[src/logic/tcb_defs.svh]
// tcb shared constants: bus widths, address map, response timing and status id
`ifndef TCB_DEFS_SVH
`define TCB_DEFS_SVH

// bus widths
`define TCB_ADR_W 16
`define TCB_DAT_W 32
`define TCB_BEN_W 4

// memory region, 4 KiB of words
`define TCB_MEM_BASE 16'h0000
`define TCB_MEM_SIZE 16'h1000

// status register region
`define TCB_STS_BASE 16'h1000
`define TCB_STS_SIZE 16'h0100

// cycles from accepted request to response
`define TCB_RSP_DLY 1

// read-only id at status offset 8
`define TCB_STATUS_ID 32'h7CB0_0001

`endif

[src/logic/tcb_pkg.sv]
// tcb package: bus vector types and decoder target select
`include "tcb_defs.svh"

package tcb_pkg;

  ////////////////////////////////////////////////////////////
  // bus vectors
  ////////////////////////////////////////////////////////////

  // byte address
  typedef logic [`TCB_ADR_W-1:0] tcb_adr_t;

  // read and write data
  typedef logic [`TCB_DAT_W-1:0] tcb_dat_t;

  // one enable per data byte
  typedef logic [`TCB_BEN_W-1:0] tcb_ben_t;

  ////////////////////////////////////////////////////////////
  // decoder select
  ////////////////////////////////////////////////////////////

  // which subordinate owns a request
  typedef enum logic [1:0] {
    SEL_MEM,
    SEL_STS,
    SEL_ERR
  } tcb_sel_t;

endpackage : tcb_pkg

[src/logic/tcb_if.sv]
// tcb interface: valid/ready request with one-cycle in-order response
`timescale 1ns/1ps

interface tcb_if;
  import tcb_pkg::*;

  // request handshake
  logic     vld;
  logic     rdy;

  // request payload
  logic     wen;
  tcb_adr_t adr;
  tcb_ben_t ben;
  tcb_dat_t wdt;

  // response, one cycle after transfer
  logic     rsp_vld;
  tcb_dat_t rdt;
  logic     err;

  // manager side
  modport man (
    output vld,
    output wen,
    output adr,
    output ben,
    output wdt,
    input  rdy,
    input  rsp_vld,
    input  rdt,
    input  err
  );

  // subordinate side, mirror of man
  modport trg (
    input  vld,
    input  wen,
    input  adr,
    input  ben,
    input  wdt,
    output rdy,
    output rsp_vld,
    output rdt,
    output err
  );

endinterface : tcb_if

[src/logic/tcb_decoder.sv]
// tcb address decoder routing requests to memory, status block or error response
`timescale 1ns/1ps
`include "tcb_defs.svh"

module tcb_decoder (
  input logic sub,
  input logic rst_n,
  tcb_if.trg  up,
  tcb_if.man  mem,
  tcb_if.man  sts
);
  import tcb_pkg::*;

  // offsets into each region
  tcb_adr_t mem_off;
  tcb_adr_t sts_off;

  // current and pending select
  tcb_sel_t sel;
  tcb_sel_t rsp_sel;
  logic     rsp_vld_q;
  logic     sel_rsp_vld;

  ////////////////////////////////////////////////////////////
  // address decode
  ////////////////////////////////////////////////////////////

  // unsigned wrap puts addresses below base out of range
  assign mem_off = up.adr - tcb_adr_t'(`TCB_MEM_BASE);
  assign sts_off = up.adr - tcb_adr_t'(`TCB_STS_BASE);

  always_comb begin
    if (mem_off < tcb_adr_t'(`TCB_MEM_SIZE)) begin
      sel = SEL_MEM;
    end else if (sts_off < tcb_adr_t'(`TCB_STS_SIZE)) begin
      sel = SEL_STS;
    end else begin
      sel = SEL_ERR;
    end
  end

  // request fan-out, subordinates see local offsets
  assign mem.vld = up.vld && (sel == SEL_MEM);
  assign mem.wen = up.wen;
  assign mem.adr = mem_off;
  assign mem.ben = up.ben;
  assign mem.wdt = up.wdt;

  assign sts.vld = up.vld && (sel == SEL_STS);
  assign sts.wen = up.wen;
  assign sts.adr = sts_off;
  assign sts.ben = up.ben;
  assign sts.wdt = up.wdt;

  // ready from the selected target, unmapped always ready
  always_comb begin
    case (sel)
      SEL_MEM: up.rdy = mem.rdy;
      SEL_STS: up.rdy = sts.rdy;
      default: up.rdy = 1'b1;
    endcase
  end

  ////////////////////////////////////////////////////////////
  // response tracking
  ////////////////////////////////////////////////////////////

  always_ff @(posedge sub or negedge rst_n) begin
    if (!rst_n) begin
      rsp_vld_q <= 1'b0;
      rsp_sel   <= SEL_ERR;
    end else begin
      rsp_vld_q <= up.vld && up.rdy;
      if (up.vld && up.rdy) begin
        rsp_sel <= sel;
      end
    end
  end

  // response mux, error target answers itself
  always_comb begin
    case (rsp_sel)
      SEL_MEM: begin
        sel_rsp_vld = mem.rsp_vld;
        up.rdt      = mem.rdt;
        up.err      = mem.err;
      end
      SEL_STS: begin
        sel_rsp_vld = sts.rsp_vld;
        up.rdt      = sts.rdt;
        up.err      = sts.err;
      end
      default: begin
        sel_rsp_vld = 1'b1;
        up.rdt      = '0;
        up.err      = 1'b1;
      end
    endcase
  end

  assign up.rsp_vld = rsp_vld_q && sel_rsp_vld;

endmodule : tcb_decoder

[src/flat_wrapper.sv]
// flat-port wrapper written by rule: the top's interface ports become plain ports
module tcb_decoder_flat import tcb_pkg::*;
  (sub, rst_n, up_vld, up_wen, up_adr, up_ben, up_wdt, up_rdy, up_rsp_vld, up_rdt, up_err, mem_vld, mem_wen, mem_adr, mem_ben, mem_wdt, mem_rdy, mem_rsp_vld, mem_rdt, mem_err, sts_vld, sts_wen, sts_adr, sts_ben, sts_wdt, sts_rdy, sts_rsp_vld, sts_rdt, sts_err);
  tcb_if up_i ();
  tcb_if mem_i ();
  tcb_if sts_i ();
  input logic sub;
  input logic rst_n;
  input wire logic [$bits(up_i.vld)-1:0] up_vld;
  input wire logic [$bits(up_i.wen)-1:0] up_wen;
  input wire logic [$bits(up_i.adr)-1:0] up_adr;
  input wire logic [$bits(up_i.ben)-1:0] up_ben;
  input wire logic [$bits(up_i.wdt)-1:0] up_wdt;
  output wire logic [$bits(up_i.rdy)-1:0] up_rdy;
  output wire logic [$bits(up_i.rsp_vld)-1:0] up_rsp_vld;
  output wire logic [$bits(up_i.rdt)-1:0] up_rdt;
  output wire logic [$bits(up_i.err)-1:0] up_err;
  output wire logic [$bits(mem_i.vld)-1:0] mem_vld;
  output wire logic [$bits(mem_i.wen)-1:0] mem_wen;
  output wire logic [$bits(mem_i.adr)-1:0] mem_adr;
  output wire logic [$bits(mem_i.ben)-1:0] mem_ben;
  output wire logic [$bits(mem_i.wdt)-1:0] mem_wdt;
  input wire logic [$bits(mem_i.rdy)-1:0] mem_rdy;
  input wire logic [$bits(mem_i.rsp_vld)-1:0] mem_rsp_vld;
  input wire logic [$bits(mem_i.rdt)-1:0] mem_rdt;
  input wire logic [$bits(mem_i.err)-1:0] mem_err;
  output wire logic [$bits(sts_i.vld)-1:0] sts_vld;
  output wire logic [$bits(sts_i.wen)-1:0] sts_wen;
  output wire logic [$bits(sts_i.adr)-1:0] sts_adr;
  output wire logic [$bits(sts_i.ben)-1:0] sts_ben;
  output wire logic [$bits(sts_i.wdt)-1:0] sts_wdt;
  input wire logic [$bits(sts_i.rdy)-1:0] sts_rdy;
  input wire logic [$bits(sts_i.rsp_vld)-1:0] sts_rsp_vld;
  input wire logic [$bits(sts_i.rdt)-1:0] sts_rdt;
  input wire logic [$bits(sts_i.err)-1:0] sts_err;
  assign up_i.vld = up_vld;
  assign up_i.wen = up_wen;
  assign up_i.adr = up_adr;
  assign up_i.ben = up_ben;
  assign up_i.wdt = up_wdt;
  assign up_rdy = up_i.rdy;
  assign up_rsp_vld = up_i.rsp_vld;
  assign up_rdt = up_i.rdt;
  assign up_err = up_i.err;
  assign mem_vld = mem_i.vld;
  assign mem_wen = mem_i.wen;
  assign mem_adr = mem_i.adr;
  assign mem_ben = mem_i.ben;
  assign mem_wdt = mem_i.wdt;
  assign mem_i.rdy = mem_rdy;
  assign mem_i.rsp_vld = mem_rsp_vld;
  assign mem_i.rdt = mem_rdt;
  assign mem_i.err = mem_err;
  assign sts_vld = sts_i.vld;
  assign sts_wen = sts_i.wen;
  assign sts_adr = sts_i.adr;
  assign sts_ben = sts_i.ben;
  assign sts_wdt = sts_i.wdt;
  assign sts_i.rdy = sts_rdy;
  assign sts_i.rsp_vld = sts_rsp_vld;
  assign sts_i.rdt = sts_rdt;
  assign sts_i.err = sts_err;
  tcb_decoder u_core (.sub(sub), .rst_n(rst_n), .up(up_i), .mem(mem_i), .sts(sts_i));
endmodule
[config.mk]
export PLATFORM = sky130hd
export DESIGN_NAME = tcb_decoder_flat
export DESIGN_NICKNAME = d
export VERILOG_FILES = /design/src/logic/tcb_pkg.sv /design/src/logic/tcb_if.sv /design/src/logic/tcb_decoder.sv /design/src/flat_wrapper.sv
export VERILOG_INCLUDE_DIRS = /design/src /design/src/logic
export SDC_FILE = /design/constraint.sdc
export NUM_CORES = 1
export LEC_CHECK = 0
export ABC_AREA = 0
export BUFFER_PORTS_ARGS = -buffer_cell sky130_fd_sc_hd__buf_2
export CAP_MARGIN = 20
export CORE_AREA = 2 2 106 108
export CTS_CLUSTER_DIAMETER = 60
export CTS_CLUSTER_SIZE = 24
export DETAILED_ROUTE_END_ITERATION = 6
export DIE_AREA = 0 0 108 110
export SYNTH_ARGS = -nofsm -noshare
export SYNTH_HDL_FRONTEND = slang
export SYNTH_SLANG_ARGS = --single-unit
[constraint.sdc]
create_clock -name sub -period 3.05 [get_ports sub]
set_input_delay 0.1525 -clock sub [delete_from_list [all_inputs] [get_ports sub]]
set_output_delay 0.1525 -clock sub [all_outputs]
set_load 0.03 [all_outputs]
==> flow_summary_export.csv <==
group,metric,value,unit
sta,min_period,2.04,ns
sta,max_clock_freq,491,MHz
cts,root_buffer,"clkbuf_8",
global_routing,grt_pass1_wl,5580,um
sta,setup_violations,0,
cts,clk_pin_slew_worst_paths,0.03,ns
global_routing,grt_start_max_net_pins,35,
logic_synthesis,syn-num-nets,335,
logic_synthesis,synth.ff_latch_count,3,
cells_and_area,area_growth,7.49,%
cts,cts_buffer_depth,2,
run_status,outcome,"completed",
detailed_routing,drt_iter0_drc,34,
power,cellPowerDensity,300,nW/um^2
cells_and_area,final_cell_mix,"buf_2, mux2i_1, nor2_1",
logic_synthesis,yosysSeqAreaShare,4.97,%
sta,clock_skew,0,ns
die,initial_utilization,14.4,%
sta,rsz0062_at_grt,"false",
detailed_routing,detail-route-antenna-nets,0,
power,vdd_drop_max,0.000289,V
logic_synthesis,syn_avg_cell_area,7.46,um^2
sta,timing_hold_violations_final,0,
global_routing,track_usage,6.29,%
placement,io_buffers,133,
cells_and_area,drive_gt1_share,61.0,%
logic_synthesis,ys_top_cells_by_area,"buf_4, mux2i_1, nor2_1",
setup_path,worstPathMaxFanout,30,
setup_path,critical_path_arrival,1.88,ns
cells_and_area,nNetsFinal,366,
sta,tightest_slew,0.881,ns
die,die_w,108,um
detailed_routing,drt-vias-per-instance,3.57,
detailed_routing,vias,1345,
detailed_routing,routed_wl,4400,um
logic_synthesis,synth_top_cell_by_area,"buf_4",
cts,cts_tree,"yes",
die,core,10700,um^2
job,drv_cap,0,
power,p_total,495,uW
logic_synthesis,yosys.cell_types.count,23,
setup_path,crit_type,"flip-flop to primary output",
detailed_routing,wire_per_inst,11.7,um
cts,clk_latency,0.21,ns
setup_path,cp-start-kind,"flip-flop",
logic_synthesis,syn_inst,206,
die,ios,269,
logic_synthesis,synthFlopType,"dfrtp_1",
die,die_area,11900,um^2
die,chipHeight,110,um
placement,place_hpwl,3630,um
cells_and_area,final_common_cell,"buf_2",
logic_synthesis,yosys.area.top_type_share,49.8,%
logic_synthesis,syn_area,1540,um^2
detailed_routing,firstDrtPassIters,2,
global_routing,grt_overflow,0,
global_routing,antenna_found_initial,1,
sta,tns,0,ns
sta,period_share,66.8,%
placement,place.gp.congestion,0.628,
cts,cts_buffers,3,
sta,slew_violations,0,
global_routing,grt_pass1_vias,1231,
worst_hold_path,hp-class,"primary input to flip-flop",
detailed_routing,remaining_drc_errors,0,
logic_synthesis,yosysWarningCount,0,
logic_synthesis,synthArstFlopShare,100,%
logic_synthesis,synth_edf_count,0,
cts,htreeDepth,1,
power,leakage,0.901,nW
die,placement_rows,38,
setup_path,endpoint_kind,"primary output",
setup_path,worstPathRequired,2.90,ns
cts,cts.sinks,3,
sta,relSlewSlack,41.3,%
final timing paths:
path	cells past startpoint	end	slack, ns	from
hold reg to reg	3	u_core.rsp_sel[1]	0.82	u_core.rsp_sel[1]
hold / removal	2	u_core.rsp_sel[1]	0.17	sts_rdy
min in group asynchronous	2	u_core.rsp_vld_q	0.27	rst_n
setup / recovery	4	up_rdt[29]	1.01	u_core.rsp_sel[0]
setup reg to reg	3	u_core.rsp_sel[1]	1.58	u_core.rsp_sel[1]
max in group asynchronous	2	u_core.rsp_sel[1]	2.58	rst_n
where the power goes:
group,internal [mW],switching [mW],total [mW]
registers,0.0443,0.0174,0.0616
logic,0.122,0.196,0.319
clock network,0.0891,0.0258,0.115
cells by family after synthesis:
| logic type | Yosys count | synth area share [%] |
|---|---|---|
| buffers and inverters | 115 | 53.3 |
| XOR/XNOR | 2 | 1.14 |
| AND/OR/NAND/NOR | 40 | 11.0 |
| adder cells (fa/ha/maj) | 3 | 2.44 |
| flip-flops | 3 | 4.97 |
| multiplexers | 34 | 22.2 |
| AO/OA/AOI/OAI | 9 | 5.05 |
through the flow:
step / hold WS (ns) / cells / util, % / setup WS, ns / cell area, um^2
2_1_floorplan: -0.143 / 206 / - / 1.01 / 1540
3_3_place_gp: -0.0449 / 371 / 14.9 / 1.18 / 1590
3_5_place_dp: -0.0433 / 371 / 14.9 / 1.15 / 1590
4_1_cts: 0.164 / 376 / 15.4 / 0.924 / 1650
5_1_grt: 0.176 / 377 / 15.4 / 0.825 / 1650
6_report: 0.169 / 377 / 15.4 / 1.01 / 1650
per-layer routing:
metal  global-route usage (%)  wire length (um)  vias up
li1                         -                 -      620
met3                     2.59               715       27
met1                     4.80              1390      555
met4                     4.12               271        0
met2                     12.7              2020      143
met5                        0                 0        -
worst max-delay path: stages, from the launching register on:
cell and delay, ns:
dfrtp_2 0.93, buf_4 0.30, mux2i_1 0.20, nor2_1 0.05
buf_2 0.19
synth_stat cells (all sizes together), types with 2 or more instances:
cell type / n
or3b: 2
buf: 105
clkbuf: 5
inv: 5
a21oi: 2
nor2: 34
ha: 3
dfrtp: 2
mux2i: 34
xor2: 2
o21a: 2
flip-flops by register name, summed over array words and instances (netlist names):
name              count
u_core.rsp_sel        2
u_core.rsp_vld_q      1
timing repair:
action	in CTS	in global routing
endpoints found under the hold margin	3	0
hold buffers	1	0
gates resized for setup	0	0
setup endpoints to repair	0	0
buffers inserted	0	0
layout make-up:
type,instances,area [um^2]
multi-input combinational,88,642
sequential,3,77.6
antenna,1,2.50
clock buffer,4,45.0
inverter,5,18.8
timing repair buffer,136,691
fill,1222,9050
tap,140,175
Note: power is estimated with default switching activity, not from simulation.
