<file path="src/logic/tcb_defs.svh">
// tcb shared constants: bus widths, address map, response timing and status id
`ifndef TCB_DEFS_SVH
`define TCB_DEFS_SVH

// bus widths
`define TCB_ADR_W 16
`define TCB_DAT_W 32
`define TCB_BEN_W 4

// memory region, 4 KiB of words
`define TCB_MEM_BASE 16'h0000
`define TCB_MEM_SIZE 16'h1000

// status register region
`define TCB_STS_BASE 16'h1000
`define TCB_STS_SIZE 16'h0100

// cycles from accepted request to response
`define TCB_RSP_DLY 1

// read-only id at status offset 8
`define TCB_STATUS_ID 32'h7CB0_0001

`endif

</file>
<file path="src/logic/tcb_pkg.sv">
// tcb package: bus vector types and decoder target select
`include "tcb_defs.svh"

package tcb_pkg;

  ////////////////////////////////////////////////////////////
  // bus vectors
  ////////////////////////////////////////////////////////////

  // byte address
  typedef logic [`TCB_ADR_W-1:0] tcb_adr_t;

  // read and write data
  typedef logic [`TCB_DAT_W-1:0] tcb_dat_t;

  // one enable per data byte
  typedef logic [`TCB_BEN_W-1:0] tcb_ben_t;

  ////////////////////////////////////////////////////////////
  // decoder select
  ////////////////////////////////////////////////////////////

  // which subordinate owns a request
  typedef enum logic [1:0] {
    SEL_MEM,
    SEL_STS,
    SEL_ERR
  } tcb_sel_t;

endpackage : tcb_pkg

</file>
<file path="src/logic/tcb_if.sv">
// tcb interface: valid/ready request with one-cycle in-order response
`timescale 1ns/1ps

interface tcb_if;
  import tcb_pkg::*;

  // request handshake
  logic     vld;
  logic     rdy;

  // request payload
  logic     wen;
  tcb_adr_t adr;
  tcb_ben_t ben;
  tcb_dat_t wdt;

  // response, one cycle after transfer
  logic     rsp_vld;
  tcb_dat_t rdt;
  logic     err;

  // manager side
  modport man (
    output vld,
    output wen,
    output adr,
    output ben,
    output wdt,
    input  rdy,
    input  rsp_vld,
    input  rdt,
    input  err
  );

  // subordinate side, mirror of man
  modport trg (
    input  vld,
    input  wen,
    input  adr,
    input  ben,
    input  wdt,
    output rdy,
    output rsp_vld,
    output rdt,
    output err
  );

endinterface : tcb_if

</file>
<file path="src/logic/tcb_status_regs.sv">
// tcb status block: scratch register, write counter, id, stall after each write
`timescale 1ns/1ps
`include "tcb_defs.svh"

module tcb_status_regs (
  input logic sub,
  input logic rst_n,
  tcb_if.trg  bus
);
  import tcb_pkg::*;

  tcb_dat_t scratch_q;
  tcb_dat_t wr_cnt_q;
  logic     stall_q;
  logic     xfer;

  // offset decode
  logic     hit_scr;
  logic     hit_cnt;
  logic     hit_id;

  // response registers
  logic     rsp_vld_q;
  tcb_dat_t rdt_q;
  logic     err_q;

  assign hit_scr = (bus.adr == tcb_adr_t'(0));
  assign hit_cnt = (bus.adr == tcb_adr_t'(4));
  assign hit_id  = (bus.adr == tcb_adr_t'(8));

  // one idle cycle after every write
  assign bus.rdy = !stall_q;
  assign xfer    = bus.vld && bus.rdy;

  ////////////////////////////////////////////////////////////
  // registers
  ////////////////////////////////////////////////////////////

  always_ff @(posedge sub or negedge rst_n) begin
    if (!rst_n) begin
      scratch_q <= '0;
      wr_cnt_q  <= '0;
      stall_q   <= 1'b0;
    end else begin
      stall_q <= xfer && bus.wen;
      // counts every accepted write, read-only offsets too
      if (xfer && bus.wen) begin
        wr_cnt_q <= wr_cnt_q + 1'b1;
      end
      // scratch, byte by byte
      if (xfer && bus.wen && hit_scr) begin
        for (int i = 0; i < $bits(tcb_ben_t); i++) begin
          if (bus.ben[i]) begin
            scratch_q[8*i +: 8] <= bus.wdt[8*i +: 8];
          end
        end
      end
    end
  end

  ////////////////////////////////////////////////////////////
  // response
  ////////////////////////////////////////////////////////////

  always_ff @(posedge sub or negedge rst_n) begin
    if (!rst_n) begin
      rsp_vld_q <= 1'b0;
    end else begin
      rsp_vld_q <= xfer;
    end
  end

  // read mux sampled at transfer, writes return zero
  always_ff @(posedge sub) begin
    if (xfer) begin
      err_q <= !(hit_scr || hit_cnt || hit_id);
      if (bus.wen) begin
        rdt_q <= '0;
      end else if (hit_scr) begin
        rdt_q <= scratch_q;
      end else if (hit_cnt) begin
        rdt_q <= wr_cnt_q;
      end else if (hit_id) begin
        rdt_q <= `TCB_STATUS_ID;
      end else begin
        rdt_q <= '0;
      end
    end
  end

  assign bus.rsp_vld = rsp_vld_q;
  assign bus.rdt     = rdt_q;
  assign bus.err     = err_q;

endmodule : tcb_status_regs

</file>
<file path="src/flat_wrapper.sv">
// flat-port wrapper written by rule: the top's interface ports become plain ports
module tcb_status_regs_flat import tcb_pkg::*;
  (sub, rst_n, bus_vld, bus_wen, bus_adr, bus_ben, bus_wdt, bus_rdy, bus_rsp_vld, bus_rdt, bus_err);
  tcb_if bus_i ();
  input logic sub;
  input logic rst_n;
  input wire logic [$bits(bus_i.vld)-1:0] bus_vld;
  input wire logic [$bits(bus_i.wen)-1:0] bus_wen;
  input wire logic [$bits(bus_i.adr)-1:0] bus_adr;
  input wire logic [$bits(bus_i.ben)-1:0] bus_ben;
  input wire logic [$bits(bus_i.wdt)-1:0] bus_wdt;
  output wire logic [$bits(bus_i.rdy)-1:0] bus_rdy;
  output wire logic [$bits(bus_i.rsp_vld)-1:0] bus_rsp_vld;
  output wire logic [$bits(bus_i.rdt)-1:0] bus_rdt;
  output wire logic [$bits(bus_i.err)-1:0] bus_err;
  assign bus_i.vld = bus_vld;
  assign bus_i.wen = bus_wen;
  assign bus_i.adr = bus_adr;
  assign bus_i.ben = bus_ben;
  assign bus_i.wdt = bus_wdt;
  assign bus_rdy = bus_i.rdy;
  assign bus_rsp_vld = bus_i.rsp_vld;
  assign bus_rdt = bus_i.rdt;
  assign bus_err = bus_i.err;
  tcb_status_regs u_core (.sub(sub), .rst_n(rst_n), .bus(bus_i));
endmodule
</file>
<file path="config.mk">
export PLATFORM = sky130hd
export DESIGN_NAME = tcb_status_regs_flat
export DESIGN_NICKNAME = d
export VERILOG_FILES = /design/src/logic/tcb_pkg.sv /design/src/logic/tcb_if.sv /design/src/logic/tcb_status_regs.sv /design/src/flat_wrapper.sv
export VERILOG_INCLUDE_DIRS = /design/src /design/src/logic
export SDC_FILE = /design/constraint.sdc
export NUM_CORES = 1
export LEC_CHECK = 0
export ABC_AREA = 1
export BUFFER_PORTS_ARGS = -buffer_cell sky130_fd_sc_hd__buf_2
export CAP_MARGIN = 10
export CORE_MARGIN = 1.5
export CORE_UTILIZATION = 45
export DETAILED_ROUTE_END_ITERATION = 6
export PLACE_DENSITY = 0.67
export SYNTH_ARGS = -nofsm -noshare
export SYNTH_HDL_FRONTEND = slang
export SYNTH_SLANG_ARGS = --single-unit
</file>
<file path="constraint.sdc">
create_clock -name sub -period 7 [get_ports sub]
set_input_delay 0.35 -clock sub [delete_from_list [all_inputs] [get_ports sub]]
set_output_delay 0.35 -clock sub [all_outputs]
set_load 0.02 [all_outputs]
</file>
==> impl_metrics.toml, run 1 <==
[status]
status = "finished clean"

[floorplan]
placementRows = 37
design.die.area_sq_um = 11100
coreArea_sq_um = 10300
die_w_um = 106
design.portCount = 91
die_height_um = 106
floorplan.initialDensity_pct = 46.1

[clocking]
h-tree-depth = 3
postcts_resize_cnt = 0
clock_tree_from_tritoncts = "yes"
tritoncts.num_buffers = 9
clk-insertion-delay-late_ns = 0.38
cts_setup_buffers = 0
cts.root.buffer_cell = "clkbuf_8"
cts.sinks = 99
cts_buffer_depth = 2
cts_hold_buf = 0
clkSlewWorstSetupHoldPaths_ns = 0.10

[worst_setup_path]
endpoint_kind = "register"
cp-startpoint = "bus_adr[15]"
critical_path_source_type = "input port"
worst-endpoint-arrival_ns = 2.48
criticalPathCategory = "input port to register"
timing.critical_path.fanout_max = 56
crit-reg2reg-launch = "u_core.stall_q"
worst_ep_required_time_ns = 7.27

[final_layout]
most-common-layout-cells = "nand2_1, buf_2, nand3_1, dfrtp_1, nor2_1"
layoutNonFillerInstCount = 772
area_growth_pct = 15.4
design.final.nets = 688
drive_gt1_share_pct = 17.8
layout.cells.most_common = "nand2_1"
num_antenna_cells = 0
layout.filler_cells = 978
fin_util_pct = 53.2

[grt]
grt-ovfl-total = 0
antenna_found_initial = 0
grt_start_max_net_pins = 67
globalRouteTotalUtil_pct = 21.0
grt_pass1_wl_um = 18100
vias_in_the_first_global_route = 3691

[synthesis]
synth.lib_cells_used.distinct = 22
postSynth.asyncResetShare_pct = 66.7
syn-instance-count = 551
postSynthNetCount = 608
synth-main-ff-cell = "dfrtp_1"
synthesis.area_per_instance_sq_um = 8.59
yosys_register_bits = 99
seq_area_frac_synth_pct = 55.8
number_of_enable_type_register_cells_in_the_synthesized_netlist = 33
yosysWarnings = 0
syn_std_cell_area_sq_um = 4730

[sta]
timing_worst_slew_pin_value_ns = 1.09
finClkSkew_ns = 0.0155
finalWorstPathRequiredPeriod_ns = 2.21
count_of_endpoints_failing_hold_in_the_final_timing_report = 0
finalCritPeriodShare_pct = 31.5
finalMaxSlewViolations = 0
grt_setup_unrepaired = "false"
totalNegativeSetupSlack_ns = 0
finish_stage_setup_viols = 0
top_achievable_clock_speed_mhz = 453
max-slew-margin-rel_pct = 27.1

[power]
power_per_cell_area_nw_per_um2 = 201
leakage_nw = 2.60
vdd_drop_max_uv = 155

[detailed_routing]
detail_route.iter0.violations = 272
drt_drc_violations_left = 0
route.detailed.vias_per_inst = 5.09
vias = 3933
ant_nets = 0
finalWirelength_um = 10900
detailedRoute.firstPassIterationCount = 5
route.detailed.wl_per_inst_um = 14.1

[placement]
gp_congestion = 0.827
hpwl_um = 8050
buffer_ports.inserted = 90
placed_cells = 756

[run]
maxCapViolations = 0

[worst_hold_path]
hold_path_class = "input port to async pin"
[metrics by stage]
stage / total power [mW] / hold slack (ns) / setup WS, ns / area, sq um
2_1_floorplan: 0.699 / 0.0544 / 4.35 / 4730
3_3_place_gp: 0.746 / 0.454 / 4.48 / 5280
3_5_place_dp: 0.749 / 0.458 / 4.42 / 5280
4_1_cts: 1.10 / 0.187 / 4.83 / 5460
5_1_grt: 1.14 / 0.189 / 4.45 / 5460
6_report: 1.10 / 0.152 / 4.79 / 5460
[kinds of logic after synthesis]
family | Yosys count | share of synthesized area, %
AOI/OAI and AO/OA | 66 | 6.98
DFF | 99 | 55.8
adders and majority gates | 1 | 0.264
buffers and inverters | 67 | 5.68
xor gates and xnor gates | 20 | 3.70
and+or+nand+nor | 298 | 27.5
[worst max-delay path, stage by stage]
cell and delay, ns:
buf_2 0.09, nor2_1 0.09, nand2_1 0.09, nor2_4 0.56
nand2_1 0.11, buf_4 0.29, nor2_8 0.40, nand2_1 0.28
nand2_1 0.12, nand2_1 0.06
[area by class of cell]
cell class / count / area, sq um / area share, %
clock buffer: 12 / 158 / 2.89
clock inverter: 4 / 31.3 / 0.572
timing repair buffer: 92 / 465 / 8.52
multi-input combinational: 385 / 1830 / 33.5
tap: 136 / 170 / 3.11
sequential: 99 / 2640 / 48.4
inverter: 44 / 165 / 3.02
[layer usage]
layer,up-vias,routed length (um),track usage [%]
li1,1985,-,-
met1,1836,5130,30.1
met2,103,4990,32.6
met3,9,612,4.39
met4,0,121,5.41
met5,-,0,0
[state kept, by name (all words and copies together) (netlist names)]
| name | cells |
|---|---|
| u_core.scratch_q | 32 |
| u_core.stall_q | 1 |
| u_core.bus.err | 1 |
| u_core.bus.rdt | 32 |
| u_core.bus.rsp_vld | 1 |
| u_core.wr_cnt_q | 32 |
[report_power, final]
group | switching [mW] | total (mW) | internal [mW] | leakage (nW)
sequential | 0.0253 | 0.646 | 0.621 | 1.22
combinational | 0.0585 | 0.0914 | 0.0329 | 1.28
clock | 0.204 | 0.360 | 0.155 | 0.0995
[worst paths after layout]
check,slack [ns],end,cells after the start
setup / recovery,4.79,u_core.scratch_q[23],10
hold reg to reg,0.48,u_core.scratch_q[16],2
setup reg to reg,4.97,u_core.wr_cnt_q[23],6
min in group sub,0.20,u_core.scratch_q[31],3
hold / removal,0.15,u_core.wr_cnt_q[7],2
max in group asynchronous,6.31,u_core.scratch_q[16],2
[cell usage after synthesis, types with 2 or more instances]
cell | n | area share, %
nand2_1 | 145 | 11
nand3_1 | 82 | 8.7
dfrtp_1 | 66 | 35
nor2_1 | 49 | 3.9
inv_1 | 43 | 3.4
o21ai_0 | 34 | 3.6
edfxtp_1 | 33 | 21
a21oi_1 | 32 | 3.4
clkbuf_1 | 15 | 1.2
nand4_1 | 12 | 1.6
xnor2_1 | 11 | 2.0
xor2_1 | 9 | 1.7
buf_2 | 5 | 0.53
nor3_1 | 4 | 0.42
buf_4 | 3 | 0.48
nand3b_1 | 2 | 0.32
Note: power is estimated with default switching activity, not from simulation.
==> run 2, diff against run 1 <==
ABC_AREA = 0   (was 1)
PLACE_DENSITY = 0.71   (was 0.67)
clock period = 1.9 ns   (was 7 ns; I/O delays follow)
==> impl_metrics.toml, run 2 <==
[synthesis]
yosysWarnings = 0
postSynthNetCount = 380
ys_top_cells_by_count = "dfrtp_1, edfxtp_1, nor2_1, mux2_2"
synth_area_leader_cell = "dfrtp_1"
postSynth.asyncResetShare_pct = 66.7
synthesis.area_per_instance_sq_um = 13.1
synth.lib_cells_used.distinct = 32
synth_most_common_cell = "dfrtp_1"
leading_cell_types_by_total_area_after_synthesis = "dfrtp_1, edfxtp_1, mux2_2, mux2i_1, xnor2_1"
seq_area_frac_synth_pct = 62.4
syn-instance-count = 323
yosys_register_bits = 99
netlist.area_leader.share_pct = 39.0
synth-main-ff-cell = "dfrtp_1"
syn_std_cell_area_sq_um = 4240
number_of_enable_type_register_cells_in_the_synthesized_netlist = 33

[worst_setup_path]
timing.critical_path.fanout_max = 5
worst-endpoint-arrival_ns = 2.13
endpoint_kind = "register"
timing.rr.end = "u_core.wr_cnt_q[24]"
criticalPathCategory = "register to register"
cp-startpoint = "u_core.stall_q"
critical_path_source_type = "register"
crit-reg2reg-launch = "u_core.stall_q"
regToRegSetupSlack_ns = 0.04
worst_ep_required_time_ns = 2.16
worstRegToRegCells = 8
crit_path_end = "u_core.wr_cnt_q[24]"

[clocking]
cts.sinks = 99
cts.root.buffer_cell = "clkbuf_8"
clkSlewWorstSetupHoldPaths_ns = 0.10
clk-insertion-delay-late_ns = 0.37
h-tree-depth = 3
cts_buffer_depth = 2
clock_tree_from_tritoncts = "yes"
tritoncts.num_buffers = 9

[placement]
hpwl_um = 6090
post-place-ws_ns = -0.202
gp_congestion = 0.775
buffer_ports.inserted = 90

[sta]
grt_setup_unrepaired = "true"
finClkSkew_ns = 0.0122
timing_worst_slew_pin_value_ns = 0.494
count_of_endpoints_failing_hold_in_the_final_timing_report = 0
top_achievable_clock_speed_mhz = 537
finish_stage_setup_viols = 0
finalWorstPathRequiredPeriod_ns = 1.86
max-slew-margin-rel_pct = 67.1
finalWorstSetupSlack_ns = 0.0370
totalNegativeSetupSlack_ns = 0
finalCritPeriodShare_pct = 98.1
finalMaxSlewViolations = 0

[final_layout]
layout.filler_cells = 747
num_antenna_cells = 0
multi_input_comb_area_sq_um = 1560
area_growth_pct = 30.8
most-common-layout-cells = "buf_2, dfrtp_1, dlygate4sd3_1, edfxtp_1, nor2_1"
drive_gt1_share_pct = 36.5
final-seq-area_sq_um = 2640
layout.cells.most_common = "buf_2"
design.final.nets = 529

[power]
leakage_nw = 2.67
power_per_cell_area_nw_per_um2 = 744
vdd_drop_max_uv = 298

[detailed_routing]
vias = 2981
route.detailed.vias_per_inst = 5.07
detail_route.iter0.violations = 96
finalWirelength_um = 9010
route.detailed.wl_per_inst_um = 15.3
drt_drc_violations_left = 0
detailedRoute.firstPassIterationCount = 5
ant_nets = 0

[status]
status = "finished clean"

[floorplan]
design.die.area_sq_um = 10000
design.portCount = 91
placementRows = 35
die_height_um = 100
floorplan.initialDensity_pct = 46.1
coreArea_sq_um = 9200
die_w_um = 100

[grt]
globalRouteTotalUtil_pct = 19.0
grt_pass1_wl_um = 14300
antenna_found_initial = 0
grt-ovfl-total = 0
vias_in_the_first_global_route = 2958
grt_start_max_net_pins = 67

[worst_hold_path]
hold_path_class = "input port to register"

[run]
maxCapViolations = 0
==> run 2: worst min path at each step <==
stage          startpoint                   end  slack, ns  depth (start not counted)
5_1_grt        bus_ben[1]  u_core.scratch_q[15]       0.16                          3
3_3_place_gp        rst_n    u_core.bus.rsp_vld       0.14                          2
2_1_floorplan       rst_n    u_core.bus.rsp_vld      -0.20                          0
6_report       bus_ben[1]  u_core.scratch_q[15]       0.16                          3
3_5_place_dp        rst_n    u_core.bus.rsp_vld       0.14                          2
4_1_cts           bus_vld    u_core.bus.rsp_vld       0.21                          3
==> run 2: where the power goes <==
group          internal, mW  switching [mW]
logic                 0.217           0.236
clock network         0.527           0.774
registers              2.29          0.0768
total                  3.04            1.09
==> run 2: per-layer routing <==
| metal | part of all wire, % | GRT usage, % |
|---|---|---|
| met5 | 0 | 0 |
| met1 | 45 | 24.2 |
| met2 | 50 | 31.7 |
| met3 | 3.2 | 3.83 |
| met4 | 2.0 | 8.45 |
==> run 2: layout make-up <==
class                   count  area share (%)
clock buffers              10            2.48
clock inverters             6           0.858
inverters                  13           0.881
multi-input cells         203            28.2
flip-flops and latches     99            47.7
well taps                 111            2.51
repair buffers            146            17.4
==> run 2: cell families (layout without fill, tap and decap cells) <==
family	count (synthesis)	after routing	share of synthesized area, %
flip-flops	99	99	62.4
buffers and inverters	21	175	1.86
multiplexers	55	55	13.9
adder cells (fa/ha/maj)	1	1	0.295
XOR/XNOR	31	31	6.41
AO/OA/AOI/OAI	19	19	3.46
AND/OR/NAND/NOR	97	97	11.7
==> run 2: repair_timing <==
action,4_1_cts,5_1_grt
pin swaps,1,3
resized for setup,0,5
setup endpoints to repair,1,8
endpoints found under the hold margin,98,0
setup buffers,0,2
hold buffers,33,0
==> run 2: stage by stage <==
stage	utilization (%)	cell area, sq um	power [mW]	cells	hold WS (ns)
6_report	60.3	5540	4.12	588	0.164
5_1_grt	60.3	5540	4.30	588	0.163
4_1_cts	59.9	5500	4.15	586	0.210
3_5_place_dp	54.2	4990	2.82	537	0.143
3_3_place_gp	54.2	4990	2.80	537	0.144
2_1_floorplan	-	4260	2.60	323	-0.201
==> run 2: critical path: stages, from the launching register on <==
cell      delay, ns
dfrtp_1        0.39
nand3b_1       0.25
inv_1          0.11
nand4_1        0.22
nor4b_2        0.32
buf_4          0.17
buf_4          0.11
nand2_4        0.05
xnor2_2        0.14
