**src/logic/tcb_defs.svh**
```systemverilog
// tcb shared constants: bus widths, address map, response timing and status id
`ifndef TCB_DEFS_SVH
`define TCB_DEFS_SVH

// bus widths
`define TCB_ADR_W 16
`define TCB_DAT_W 32
`define TCB_BEN_W 4

// memory region, 4 KiB of words
`define TCB_MEM_BASE 16'h0000
`define TCB_MEM_SIZE 16'h1000

// status register region
`define TCB_STS_BASE 16'h1000
`define TCB_STS_SIZE 16'h0100

// cycles from accepted request to response
`define TCB_RSP_DLY 1

// read-only id at status offset 8
`define TCB_STATUS_ID 32'h7CB0_0001

`endif

```
**src/logic/tcb_pkg.sv**
```systemverilog
// tcb package: bus vector types and decoder target select
`include "tcb_defs.svh"

package tcb_pkg;

  ////////////////////////////////////////////////////////////
  // bus vectors
  ////////////////////////////////////////////////////////////

  // byte address
  typedef logic [`TCB_ADR_W-1:0] tcb_adr_t;

  // read and write data
  typedef logic [`TCB_DAT_W-1:0] tcb_dat_t;

  // one enable per data byte
  typedef logic [`TCB_BEN_W-1:0] tcb_ben_t;

  ////////////////////////////////////////////////////////////
  // decoder select
  ////////////////////////////////////////////////////////////

  // which subordinate owns a request
  typedef enum logic [1:0] {
    SEL_MEM,
    SEL_STS,
    SEL_ERR
  } tcb_sel_t;

endpackage : tcb_pkg

```
**src/logic/tcb_if.sv**
```systemverilog
// tcb interface: valid/ready request with one-cycle in-order response
`timescale 1ns/1ps

interface tcb_if;
  import tcb_pkg::*;

  // request handshake
  logic     vld;
  logic     rdy;

  // request payload
  logic     wen;
  tcb_adr_t adr;
  tcb_ben_t ben;
  tcb_dat_t wdt;

  // response, one cycle after transfer
  logic     rsp_vld;
  tcb_dat_t rdt;
  logic     err;

  // manager side
  modport man (
    output vld,
    output wen,
    output adr,
    output ben,
    output wdt,
    input  rdy,
    input  rsp_vld,
    input  rdt,
    input  err
  );

  // subordinate side, mirror of man
  modport trg (
    input  vld,
    input  wen,
    input  adr,
    input  ben,
    input  wdt,
    output rdy,
    output rsp_vld,
    output rdt,
    output err
  );

endinterface : tcb_if

```
**src/logic/tcb_register_backpressure.sv**
```systemverilog
// tcb skid buffer registering the ready path between manager and decoder
`timescale 1ns/1ps

module tcb_register_backpressure (
  input logic sub,
  input logic rst_n,
  tcb_if.trg  up,
  tcb_if.man  dn
);
  import tcb_pkg::*;

  // held request, payload only
  logic     tmp_wen;
  tcb_adr_t tmp_adr;
  tcb_ben_t tmp_ben;
  tcb_dat_t tmp_wdt;

  // registered upstream ready
  logic     rdy_q;

  ////////////////////////////////////////////////////////////
  // request path
  ////////////////////////////////////////////////////////////

  // capture when upstream transfers but downstream stalls
  always_ff @(posedge sub) begin
    if (up.vld && rdy_q && !dn.rdy) begin
      tmp_wen <= up.wen;
      tmp_adr <= up.adr;
      tmp_ben <= up.ben;
      tmp_wdt <= up.wdt;
    end
  end

  // held request keeps vld high until it goes through
  assign dn.vld = rdy_q ? up.vld : 1'b1;
  assign dn.wen = rdy_q ? up.wen : tmp_wen;
  assign dn.adr = rdy_q ? up.adr : tmp_adr;
  assign dn.ben = rdy_q ? up.ben : tmp_ben;
  assign dn.wdt = rdy_q ? up.wdt : tmp_wdt;

  ////////////////////////////////////////////////////////////
  // handshake
  ////////////////////////////////////////////////////////////

  // drop on a stalled request, rise once the buffer drains
  always_ff @(posedge sub or negedge rst_n) begin
    if (!rst_n) begin
      rdy_q <= 1'b1;
    end else if (rdy_q) begin
      rdy_q <= !(up.vld && !dn.rdy);
    end else begin
      rdy_q <= dn.rdy;
    end
  end

  assign up.rdy = rdy_q;

  // responses untouched
  assign up.rsp_vld = dn.rsp_vld;
  assign up.rdt     = dn.rdt;
  assign up.err     = dn.err;

endmodule : tcb_register_backpressure

```
**src/flat_wrapper.sv**
```systemverilog
// flat-port wrapper written by rule: the top's interface ports become plain ports
module tcb_register_backpressure_flat import tcb_pkg::*;
  (sub, rst_n, up_vld, up_wen, up_adr, up_ben, up_wdt, up_rdy, up_rsp_vld, up_rdt, up_err, dn_vld, dn_wen, dn_adr, dn_ben, dn_wdt, dn_rdy, dn_rsp_vld, dn_rdt, dn_err);
  tcb_if up_i ();
  tcb_if dn_i ();
  input logic sub;
  input logic rst_n;
  input wire logic [$bits(up_i.vld)-1:0] up_vld;
  input wire logic [$bits(up_i.wen)-1:0] up_wen;
  input wire logic [$bits(up_i.adr)-1:0] up_adr;
  input wire logic [$bits(up_i.ben)-1:0] up_ben;
  input wire logic [$bits(up_i.wdt)-1:0] up_wdt;
  output wire logic [$bits(up_i.rdy)-1:0] up_rdy;
  output wire logic [$bits(up_i.rsp_vld)-1:0] up_rsp_vld;
  output wire logic [$bits(up_i.rdt)-1:0] up_rdt;
  output wire logic [$bits(up_i.err)-1:0] up_err;
  output wire logic [$bits(dn_i.vld)-1:0] dn_vld;
  output wire logic [$bits(dn_i.wen)-1:0] dn_wen;
  output wire logic [$bits(dn_i.adr)-1:0] dn_adr;
  output wire logic [$bits(dn_i.ben)-1:0] dn_ben;
  output wire logic [$bits(dn_i.wdt)-1:0] dn_wdt;
  input wire logic [$bits(dn_i.rdy)-1:0] dn_rdy;
  input wire logic [$bits(dn_i.rsp_vld)-1:0] dn_rsp_vld;
  input wire logic [$bits(dn_i.rdt)-1:0] dn_rdt;
  input wire logic [$bits(dn_i.err)-1:0] dn_err;
  assign up_i.vld = up_vld;
  assign up_i.wen = up_wen;
  assign up_i.adr = up_adr;
  assign up_i.ben = up_ben;
  assign up_i.wdt = up_wdt;
  assign up_rdy = up_i.rdy;
  assign up_rsp_vld = up_i.rsp_vld;
  assign up_rdt = up_i.rdt;
  assign up_err = up_i.err;
  assign dn_vld = dn_i.vld;
  assign dn_wen = dn_i.wen;
  assign dn_adr = dn_i.adr;
  assign dn_ben = dn_i.ben;
  assign dn_wdt = dn_i.wdt;
  assign dn_i.rdy = dn_rdy;
  assign dn_i.rsp_vld = dn_rsp_vld;
  assign dn_i.rdt = dn_rdt;
  assign dn_i.err = dn_err;
  tcb_register_backpressure u_core (.sub(sub), .rst_n(rst_n), .up(up_i), .dn(dn_i));
endmodule
```
**config.mk**
```make
export PLATFORM = sky130hd
export DESIGN_NAME = tcb_register_backpressure_flat
export DESIGN_NICKNAME = d
export VERILOG_FILES = /design/src/logic/tcb_pkg.sv /design/src/logic/tcb_if.sv /design/src/logic/tcb_register_backpressure.sv /design/src/flat_wrapper.sv
export VERILOG_INCLUDE_DIRS = /design/src /design/src/logic
export SDC_FILE = /design/constraint.sdc
export NUM_CORES = 1
export LEC_CHECK = 0
export ABC_AREA = 1
export BUFFER_PORTS_ARGS = -buffer_cell sky130_fd_sc_hd__buf_2
export CAP_MARGIN = 20
export CELL_PAD_IN_SITES_DETAIL_PLACEMENT = 2
export CELL_PAD_IN_SITES_GLOBAL_PLACEMENT = 2
export CORE_ASPECT_RATIO = 0.6
export CORE_MARGIN = 1
export CORE_UTILIZATION = 20
export DETAILED_ROUTE_END_ITERATION = 8
export PLACE_DENSITY = 0.88
export SLEW_MARGIN = 10
export SYNTH_ARGS = -nofsm -noshare
export SYNTH_HDL_FRONTEND = slang
export SYNTH_SLANG_ARGS = --single-unit
```
**constraint.sdc**
```tcl
create_clock -name sub -period 3.69 [get_ports sub]
set_clock_uncertainty 0.2 [all_clocks]
set_input_delay 0.1845 -clock sub [delete_from_list [all_inputs] [get_ports sub]]
set_output_delay 0.1845 -clock sub [all_outputs]
set_load 0.01 [all_outputs]
```
==> impl_metrics.tcl, run 1 <==
set metrics [dict create \
    status "completed" \
    dp_hpwl_mm 5.01 \
    routed.top_layer "met4" \
    clk_latency_ns 0.29 \
    hp-class "in -> async" \
    cp.arrival_ns 1.99 \
    clock-sinks 54 \
    start_util 0.210 \
    r2r_end "u_core.tmp_wdt[14]" \
    drive_gt1_frac 0.312 \
    viasPerCell 3.89 \
    num_vias 2184 \
    required_ns 3.31 \
    tightest_slew_ns 0.858 \
    fin_crit_sh 0.644 \
    drtIter0Drc 34 \
    relSlewSlack 0.427 \
    syn_inst 265 \
    ys_warn_count 0 \
    r2r-start "u_core.up.rdy" \
    cts_buffers 5 \
    synth.avg_cell_area_um2 9.80 \
    leakagePower_nw 1.77 \
    seqPwrFrac 0.480 \
    wl_per_cell_um 14.1 \
    final_cells 562 \
    endpoint "dn_ben[0]" \
    drcViolationCount 0 \
    routed_wl_mm 7.95 \
    min_period_ns 2.37 \
    path_clk_slew_ns 0.07 \
    seq_area_um2 1620 \
    gp_congestion 0.733 \
    route.met3.wl_um 391 \
    io_buffer_count 111 \
    p_int_mw 1.13 \
    grt_max_degree 54 \
    area_growth_pct 44.9 \
    p_total_mw 1.48 \
    synth-seq-area-share 0.623 \
    p_per_area_nw_per_um2 394 \
    ant_nets 0 \
    first_global_vias 2562 \
    critical_path.startpoint "u_core.up.rdy" \
    path_max_fanout 53 \
    reg2reg_slack_ns 1.44 \
    antenna_found_initial 0 \
    met1_length_mm 3.34 \
    dr.pass1.iters 4 \
    syn_area_um2 2600 \
    setup_viol 0 \
    dieArea_um2 13500 \
    htreeDepth 2 \
    clock_path_buffers 2 \
    cts_resized 0 \
    tns_ns 0 \
    power.share.clock 0.342 \
    die_height_um 90.3 \
    n_antenna_cell 0 \
    p_sw_mw 0.353 \
    nNetsFinal 487 \
    root_buffer "clkbuf_16" \
    timing.final.max_slew_violations 0 \
    ys_types 9 \
    core_area_um2 12400 \
    cap_violations 0 \
    crit_type "reg -> out" \
    syn-num-nets 356 \
    ios 180 \
    r2r_cells 3 \
    fmax_mhz 421 \
    startpoint_type "register" \
    power_frac_comb 0.178 \
    vdd_drop_max_mv 0.149 \
    ys_seq_elements 54 \
    synth.largest_area_cell "edfxtp_1" \
    fill_cells 1405 \
    route.met2.wl_mm 4.19 \
    sw_frac_of_total 0.238 \
    synth_top_area_share 0.613 \
    hold_viol 0 \
    grt_first_pass_wirelength_mm 13.0 \
    placedCellCount 498 \
    cts_tree "done" \
    multiInputGateArea_um2 619 \
    netlist_top_cells_area "edfxtp_1 61%, nand2_1 23%, buf_4 10%" \
    track_usage 0.125 \
    die_x_um 149 \
    rows 31 \
    rsz0062_at_grt "false" \
    end_kind "primary output" \
    overflow 0 \
]
repair_timing:
action,CTS,global route
endpoints found under the hold margin,55,0
hold buffers,56,0
buffers inserted,0,0
layer usage:
layer | up-vias | global-route usage
met5 | - | 0
met4 | 0 | 0.0230
met3 | 8 | 0.0318
met2 | 79 | 0.240
met1 | 1035 | 0.137
li1 | 1062 | -
cell type report:
class,instances,share of cell area
multi-input cells,163,0.165
flip-flops and latches,54,0.430
inverters,3,0.00299
repair buffers,169,0.304
well taps,165,0.0548
clock buffers,8,0.0442
flip-flops by register name, summed over array words and instances (netlist names):
| register | flops |
|---|---|
| u_core.tmp_wen | 1 |
| u_core.tmp_wdt | 32 |
| u_core.tmp_adr | 16 |
| u_core.tmp_ben | 4 |
| u_core.up.rdy | 1 |
cells in the final DEF, fill, tap and decap left out, drive strengths merged:
| cell type | Yosys | layout |
|---|---|---|
| clkbuf | 5 | 8 |
| nor2 | 1 | 1 |
| buf | 40 | 113 |
| dfstp | 1 | 1 |
| nand2 | 162 | 162 |
| edfxtp | 53 | 53 |
| dlygate4sd3 | 0 | 56 |
| inv | 3 | 3 |
power by group through the flow:
stage               sequential, mW  clock [mW]  combinational (mW)
finish                       0.712       0.508               0.264
global placement             0.724           0               0.207
detailed placement           0.726           0               0.216
CTS                          0.713       0.535               0.263
floorplan                    0.722           0               0.152
global route                 0.715       0.565               0.295
worst min-delay path by stage:
stage          start            end  slack (ns)  cells past startpoint
5_1_grt        rst_n  u_core.up.rdy        0.16                      2
6_report       rst_n  u_core.up.rdy        0.16                      2
3_5_place_dp   rst_n  u_core.up.rdy       -0.07                      1
3_3_place_gp   rst_n  u_core.up.rdy       -0.07                      1
2_1_floorplan  rst_n  u_core.up.rdy       -0.16                      0
4_1_cts        rst_n  u_core.up.rdy        0.15                      2
worst max-delay path: stages, from the launching register on:
cell and delay (ns):
dfstp_2 0.79, inv_2 0.45, nand2_1 0.21, nand2_1 0.09, buf_2 0.14
kinds of logic (layout without fill, tap and decap cells):
group	count (synthesis)	after routing	synth area share
buf+inv	48	180	0.142
flops	54	54	0.623
simple gates	163	163	0.236
synth_stat cells, drive strengths merged:
cell / count
inv: 3
nor2: 1
nand2: 162
clkbuf: 5
edfxtp: 53
buf: 40
dfstp: 1
stage by stage:
step / area (µm²) / hold WS, ns / setup WS (ns) / utilization
floorplan: 2600 / -0.163 / 0.00349 / -
global placement: 3040 / -0.0742 / 1.54 / 0.246
detailed placement: 3040 / -0.0685 / 1.39 / 0.246
CTS: 3760 / 0.149 / 1.27 / 0.304
global route: 3760 / 0.158 / 1.08 / 0.304
finish: 3760 / 0.160 / 1.32 / 0.304
No activity file was read; power rests on OpenSTA's default activity.
==> run 2: changes to the inputs <==
--- a/config.mk
+++ b/config.mk
@@ -6,16 +6,16 @@
 export SDC_FILE = /design/constraint.sdc
 export NUM_CORES = 1
 export LEC_CHECK = 0
-export ABC_AREA = 1
+export ABC_AREA = 0
 export BUFFER_PORTS_ARGS = -buffer_cell sky130_fd_sc_hd__buf_2
 export CAP_MARGIN = 20
 export CELL_PAD_IN_SITES_DETAIL_PLACEMENT = 2
 export CELL_PAD_IN_SITES_GLOBAL_PLACEMENT = 2
 export CORE_ASPECT_RATIO = 0.6
 export CORE_MARGIN = 1
-export CORE_UTILIZATION = 20
+export CORE_UTILIZATION = 24
 export DETAILED_ROUTE_END_ITERATION = 8
-export PLACE_DENSITY = 0.88
+export PLACE_DENSITY = 0.89
 export SLEW_MARGIN = 10
 export SYNTH_ARGS = -nofsm -noshare
 export SYNTH_HDL_FRONTEND = slang
==> constraint.sdc (replaced) <==
create_clock -name sub -period 2.1 [get_ports sub]
set_clock_uncertainty 0.2 [all_clocks]
set_input_delay 0.105 -clock sub [delete_from_list [all_inputs] [get_ports sub]]
set_output_delay 0.105 -clock sub [all_outputs]
set_load 0.01 [all_outputs]
==> impl_metrics.tcl, run 2 <==
set metrics [dict create \
    rows 29 \
    relSlewSlack 0.812 \
    grt_first_pass_wirelength_mm 10.4 \
    io_buffer_count 111 \
    p_per_area_nw_per_um2 648 \
    netlist_top_cells_area "edfxtp_1 58%, mux2_4 27%, buf_4 9.3%" \
    ios 180 \
    reg2reg_slack_ns 0.23 \
    ant_nets 0 \
    grt_max_degree 33 \
    setup_ws_ns 0.119 \
    hold_viol 0 \
    synth-seq-area-share 0.590 \
    ys_seq_elements 54 \
    clock-sinks 54 \
    timing.final.max_slew_violations 0 \
    placedCellCount 366 \
    async_flop_share 0.0185 \
    synth_most_common_cell "edfxtp_1" \
    ys_types 9 \
    top_regs "u_core.tmp_wdt: 32 flops, u_core.tmp_adr: 16 flops, u_core.tmp_ben: 4 flops" \
    routed_wl_mm 6.82 \
    dieArea_um2 11900 \
    overflow 0 \
    syn_inst 151 \
    die_height_um 84.8 \
    startpoint_type "register" \
    cap_violations 0 \
    dr.pass1.iters 4 \
    track_usage 0.118 \
    path_clk_slew_ns 0.07 \
    cts_buffers 5 \
    seqPwrFrac 0.489 \
    ys_warn_count 0 \
    r2r_cells 4 \
    yosys-top-cells-count "53 x edfxtp_1, 49 x mux2_4, 34 x buf_4, 6 x buf_6, 4 x mux2_2" \
    nNetsFinal 381 \
    status "completed" \
    synth_top_area_share 0.581 \
    sw_frac_of_total 0.225 \
    dp_hpwl_mm 4.16 \
    power_frac_comb 0.202 \
    n_antenna_cell 0 \
    root_buffer "clkbuf_16" \
    setup_viol 0 \
    final_cell_area_um2 3940 \
    viasPerCell 4.03 \
    wl_per_cell_um 15.9 \
    die_x_um 140 \
    hp-class "in -> out" \
    p_int_mw 1.98 \
    p_total_mw 2.55 \
    tns_ns 0 \
    synth_edf_count 53 \
    p_sw_mw 0.574 \
    syn-num-nets 242 \
    final_cell_mix "111 x buf_2, 56 x dlygate4sd3_1, 53 x edfxtp_1" \
    core_area_um2 10800 \
    fmax_mhz 505 \
    synth.avg_cell_area_um2 18.2 \
    drcViolationCount 0 \
    path_max_fanout 12 \
    tightest_slew_ns 0.281 \
    cp.arrival_ns 1.68 \
    leakagePower_nw 1.73 \
    vdd_drop_max_mv 0.269 \
    r2r-start "u_core.up.rdy" \
    min_period_ns 1.98 \
    first_global_vias 1956 \
    area_growth_pct 43.7 \
    placed_area_um2 3240 \
    yosys_most_used_dff "edfxtp_1" \
    gp_congestion 0.638 \
    end_kind "primary output" \
    cts_tree "done" \
    final_util 0.363 \
    fin_crit_sh 0.943 \
    largest_reg_flops 32 \
    start_util 0.253 \
    antenna_found_initial 0 \
    power.share.clock 0.309 \
    fin_hold_ws_ns 0.0100 \
    mostFrequentLayoutCell "buf_2" \
    num_vias 1729 \
    htreeDepth 2 \
    drive_gt1_frac 0.610 \
    r2r_end "u_core.up.rdy" \
    crit_type "reg -> out" \
    synth.largest_area_cell "edfxtp_1" \
    clk_latency_ns 0.29 \
    final_cells 429 \
    drtIter0Drc 40 \
    critical_path.startpoint "u_core.up.rdy" \
    rsz0062_at_grt "false" \
    dp_slack_ns 0.376 \
    clock_path_buffers 2 \
    required_ns 1.79 \
    largest_register "u_core.tmp_wdt" \
    endpoint "dn_adr[14]" \
    syn_area_um2 2740 \
]
[run 2: changes by cell type after synthesis]
cell	before	now
mux2_4	0	49
nand2b_1	0	2
nand2_1	162	1
mux2_2	0	4
inv_1	2	0
buf_2	5	0
buf_4	35	34
inv_2	1	0
buf_6	0	6
clkbuf_8	5	0
[run 2: layout make-up]
type / count / area [µm²]
sequential: 54 / 1620
tap: 139 / 174
timing repair buffer: 172 / 1190
clock buffer: 7 / 133
multi-input combinational: 57 / 816
fill: 1092 / 6910
[run 2: layer usage]
layer | global-route usage | share of wire
met2 | 0.223 | 0.54
met5 | 0 | 0
met1 | 0.120 | 0.39
met3 | 0.0473 | 0.064
met4 | 0.0330 | 0.0054
[run 2: worst max-delay path, cell delays in order (launching register included)]
cell     delay [ns]
dfstp_4        0.67
buf_6          0.20
mux2_2         0.35
buf_2          0.14
[run 2: cell families after synthesis]
kind of cell / Yosys count / synth area share
buffers and inverters: 40 / 0.118
and+or+nand+nor: 4 / 0.00730
DFF: 54 / 0.590
muxes: 53 / 0.285
[run 2: how the worst min path moves through the flow]
| stage | cells past startpoint | endpoint | from | slack [ns] |
|---|---|---|---|---|
| 2_1_floorplan | 0 | u_core.up.rdy | rst_n | -0.24 |
| 3_3_place_gp | 1 | u_core.up.rdy | rst_n | -0.15 |
| 3_5_place_dp | 1 | u_core.up.rdy | rst_n | -0.15 |
| 4_1_cts | 0 | up_rdt[11] | dn_rdt[11] | 0.01 |
| 5_1_grt | 0 | up_rdt[12] | dn_rdt[12] | 0.01 |
| 6_report | 0 | up_rdt[12] | dn_rdt[12] | 0.01 |
[run 2: power groups by stage]
stage | combinational (mW) | clock, mW | sequential, mW
2_1_floorplan | 0.327 | 0 | 1.27
5_1_grt | 0.550 | 0.876 | 1.25
6_report | 0.514 | 0.788 | 1.25
3_5_place_dp | 0.433 | 0 | 1.27
4_1_cts | 0.516 | 0.830 | 1.25
3_3_place_gp | 0.421 | 0 | 1.27
[run 2: what timing repair did]
action | 4_1_cts | 5_1_grt
hold endpoints to repair | 55 | 0
hold buffers | 56 | 0
setup buffers | 0 | 0
endpoints found under the setup margin | 0 | 1
gates resized for setup | 0 | 1
==> run 3: changes to the inputs <==
==> constraint.sdc (replaced) <==
create_clock -name sub -period 1.6 [get_ports sub]
set_clock_uncertainty 0.2 [all_clocks]
set_input_delay 0.08 -clock sub [delete_from_list [all_inputs] [get_ports sub]]
set_output_delay 0.08 -clock sub [all_outputs]
set_load 0.01 [all_outputs]
==> impl_metrics.tcl, run 3 (same netlist as run 2, synthesis figures left out) <==
set metrics [dict create \
    hp-class "in -> async" \
    grt_first_pass_wirelength_mm 13.7 \
    gp_congestion 0.709 \
    largest_register "u_core.tmp_wdt" \
    viasPerCell 4.14 \
    worst_path_most_repeated_cell "buf_12" \
    num_vias 2012 \
    top_regs "u_core.tmp_wdt: 32 flops, u_core.tmp_adr: 16 flops, u_core.tmp_ben: 4 flops" \
    drive_gt1_frac 0.582 \
    status "complete, but fails checks" \
    fin_crit_sh 1.26 \
    crit_chain "buf_12, buf_12, mux2_2, buf_2" \
    clock_path_buffers 2 \
    rsz0062_at_grt "true" \
    setup_viol 108 \
    ant_nets 0 \
    end_kind "primary output" \
    final_util 0.472 \
    leakagePower_nw 2.23 \
    cp_slowest_cell "dfstp_4" \
    fin_hold_ws_ns 0.0931 \
    setup_ws_ns -0.409 \
    clk_latency_ns 0.30 \
    root_buffer "clkbuf_16" \
    cap_violations 0 \
    dp_slack_ns -0.0790 \
    wl_per_cell_um 19.6 \
    required_ns 1.32 \
    path_clk_slew_ns 0.07 \
    final_cell_mix "90 x dlygate4sd3_1, 60 x buf_2, 53 x buf_6, 53 x edfxtp_1, 51 x mux2_4" \
    drcViolationCount 0 \
    nNetsFinal 437 \
    start_util 0.253 \
    rows 29 \
    cts_buffers 5 \
    core_area_um2 10800 \
    track_usage 0.162 \
    use_met1 0.159 \
    violations "negative setup slack" \
    ios 180 \
    dp_hpwl_mm 4.54 \
    min_period_ns 2.01 \
    area_growth_pct 86.8 \
    clock-sinks 54 \
    vdd_drop_max_mv 0.386 \
    grt-busiest-layer "met2" \
    first_global_vias 2307 \
    timing.final.max_slew_violations 0 \
    relSlewSlack 0.890 \
    grt_use_met2 0.335 \
    startpoint_type "register" \
    drtIter0Drc 44 \
    overflow 0 \
    antenna_found_initial 0 \
    crit_type "reg -> out" \
    hold_viol 0 \
    io_buffer_count 111 \
    grt_max_degree 17 \
    dr.pass1.iters 4 \
    critPathMaxStageDelay_ns 0.66 \
    cp.arrival_ns 1.73 \
    p_total_mw 3.98 \
    tns_ns -35.53 \
    path_max_fanout 13 \
    cts_tree "done" \
    dieArea_um2 11900 \
    tightest_slew_ns 0.165 \
    die_height_um 84.8 \
    grt_use_met3 0.0382 \
    routed_wl_mm 9.51 \
    largest_reg_flops 32 \
    htreeDepth 2 \
    n_antenna_cell 0 \
    p_per_area_nw_per_um2 778 \
    fmax_mhz 498 \
    mostFrequentLayoutCell "dlygate4sd3_1" \
    die_x_um 140 \
]
run 3: final timing paths:
check	startpoint	endpoint	slack (ns)	depth (start not counted)
max	u_core.up.rdy	dn_adr[14]	-0.41	4
min	rst_n	u_core.up.rdy	0.09	2
max reg2reg	u_core.up.rdy	u_core.tmp_ben[1]	-0.39	7
min reg2reg	u_core.up.rdy	u_core.up.rdy	0.87	5
max in group asynchronous	rst_n	u_core.up.rdy	1.09	2
min in group sub	up_adr[2]	u_core.tmp_adr[2]	0.31	2
run 3: metal layers:
layer / wire length, µm / up-vias / share of wire
li1: - / 916 / -
met1: 3480 / 1000 / 0.37
met2: 5480 / 83 / 0.58
met3: 417 / 13 / 0.044
met4: 136 / 0 / 0.014
met5: 0 / - / 0
run 3: per-stage QoR:
stage | std cells | instance area (µm²)
final | 486 | 5120
after floorplan | 151 | 2770
after global placement | 369 | 3300
after CTS | 484 | 5080
after global routing | 486 | 5120
after detailed placement | 369 | 3300
run 3: cell type report:
class                   count  area [µm²]
clock buffers               5         125
clock inverters             3        40.0
fillers                  1011        5730
multi-input cells          57         823
flip-flops and latches     54        1620
well taps                 139         174
repair buffers            228        2340
run 3: critical path: cells and delay by family, from the launching register on:
family | cells | cell delay (ns)
buffers and inverters | 3 | 0.42
DFF | 1 | 0.66
muxes | 1 | 0.34
run 3: power by group:
part           leakage (nW)  internal, mW  switching [mW]  total [mW]
logic                  1.64         0.706           0.396        1.10
registers             0.501          1.62          0.0195        1.64
clock network        0.0836         0.734           0.509        1.24
total                  2.23          3.06           0.924        3.98
run 3: what timing repair did:
item                                    in CTS  in global routing
endpoints found under the setup margin     108                108
hold buffers                                90                  0
setup buffers                               10                  3
resized for setup                           67                  5
pin swaps                                    1                  1
hold endpoints to repair                    89                  0
cloned                                       7                  3
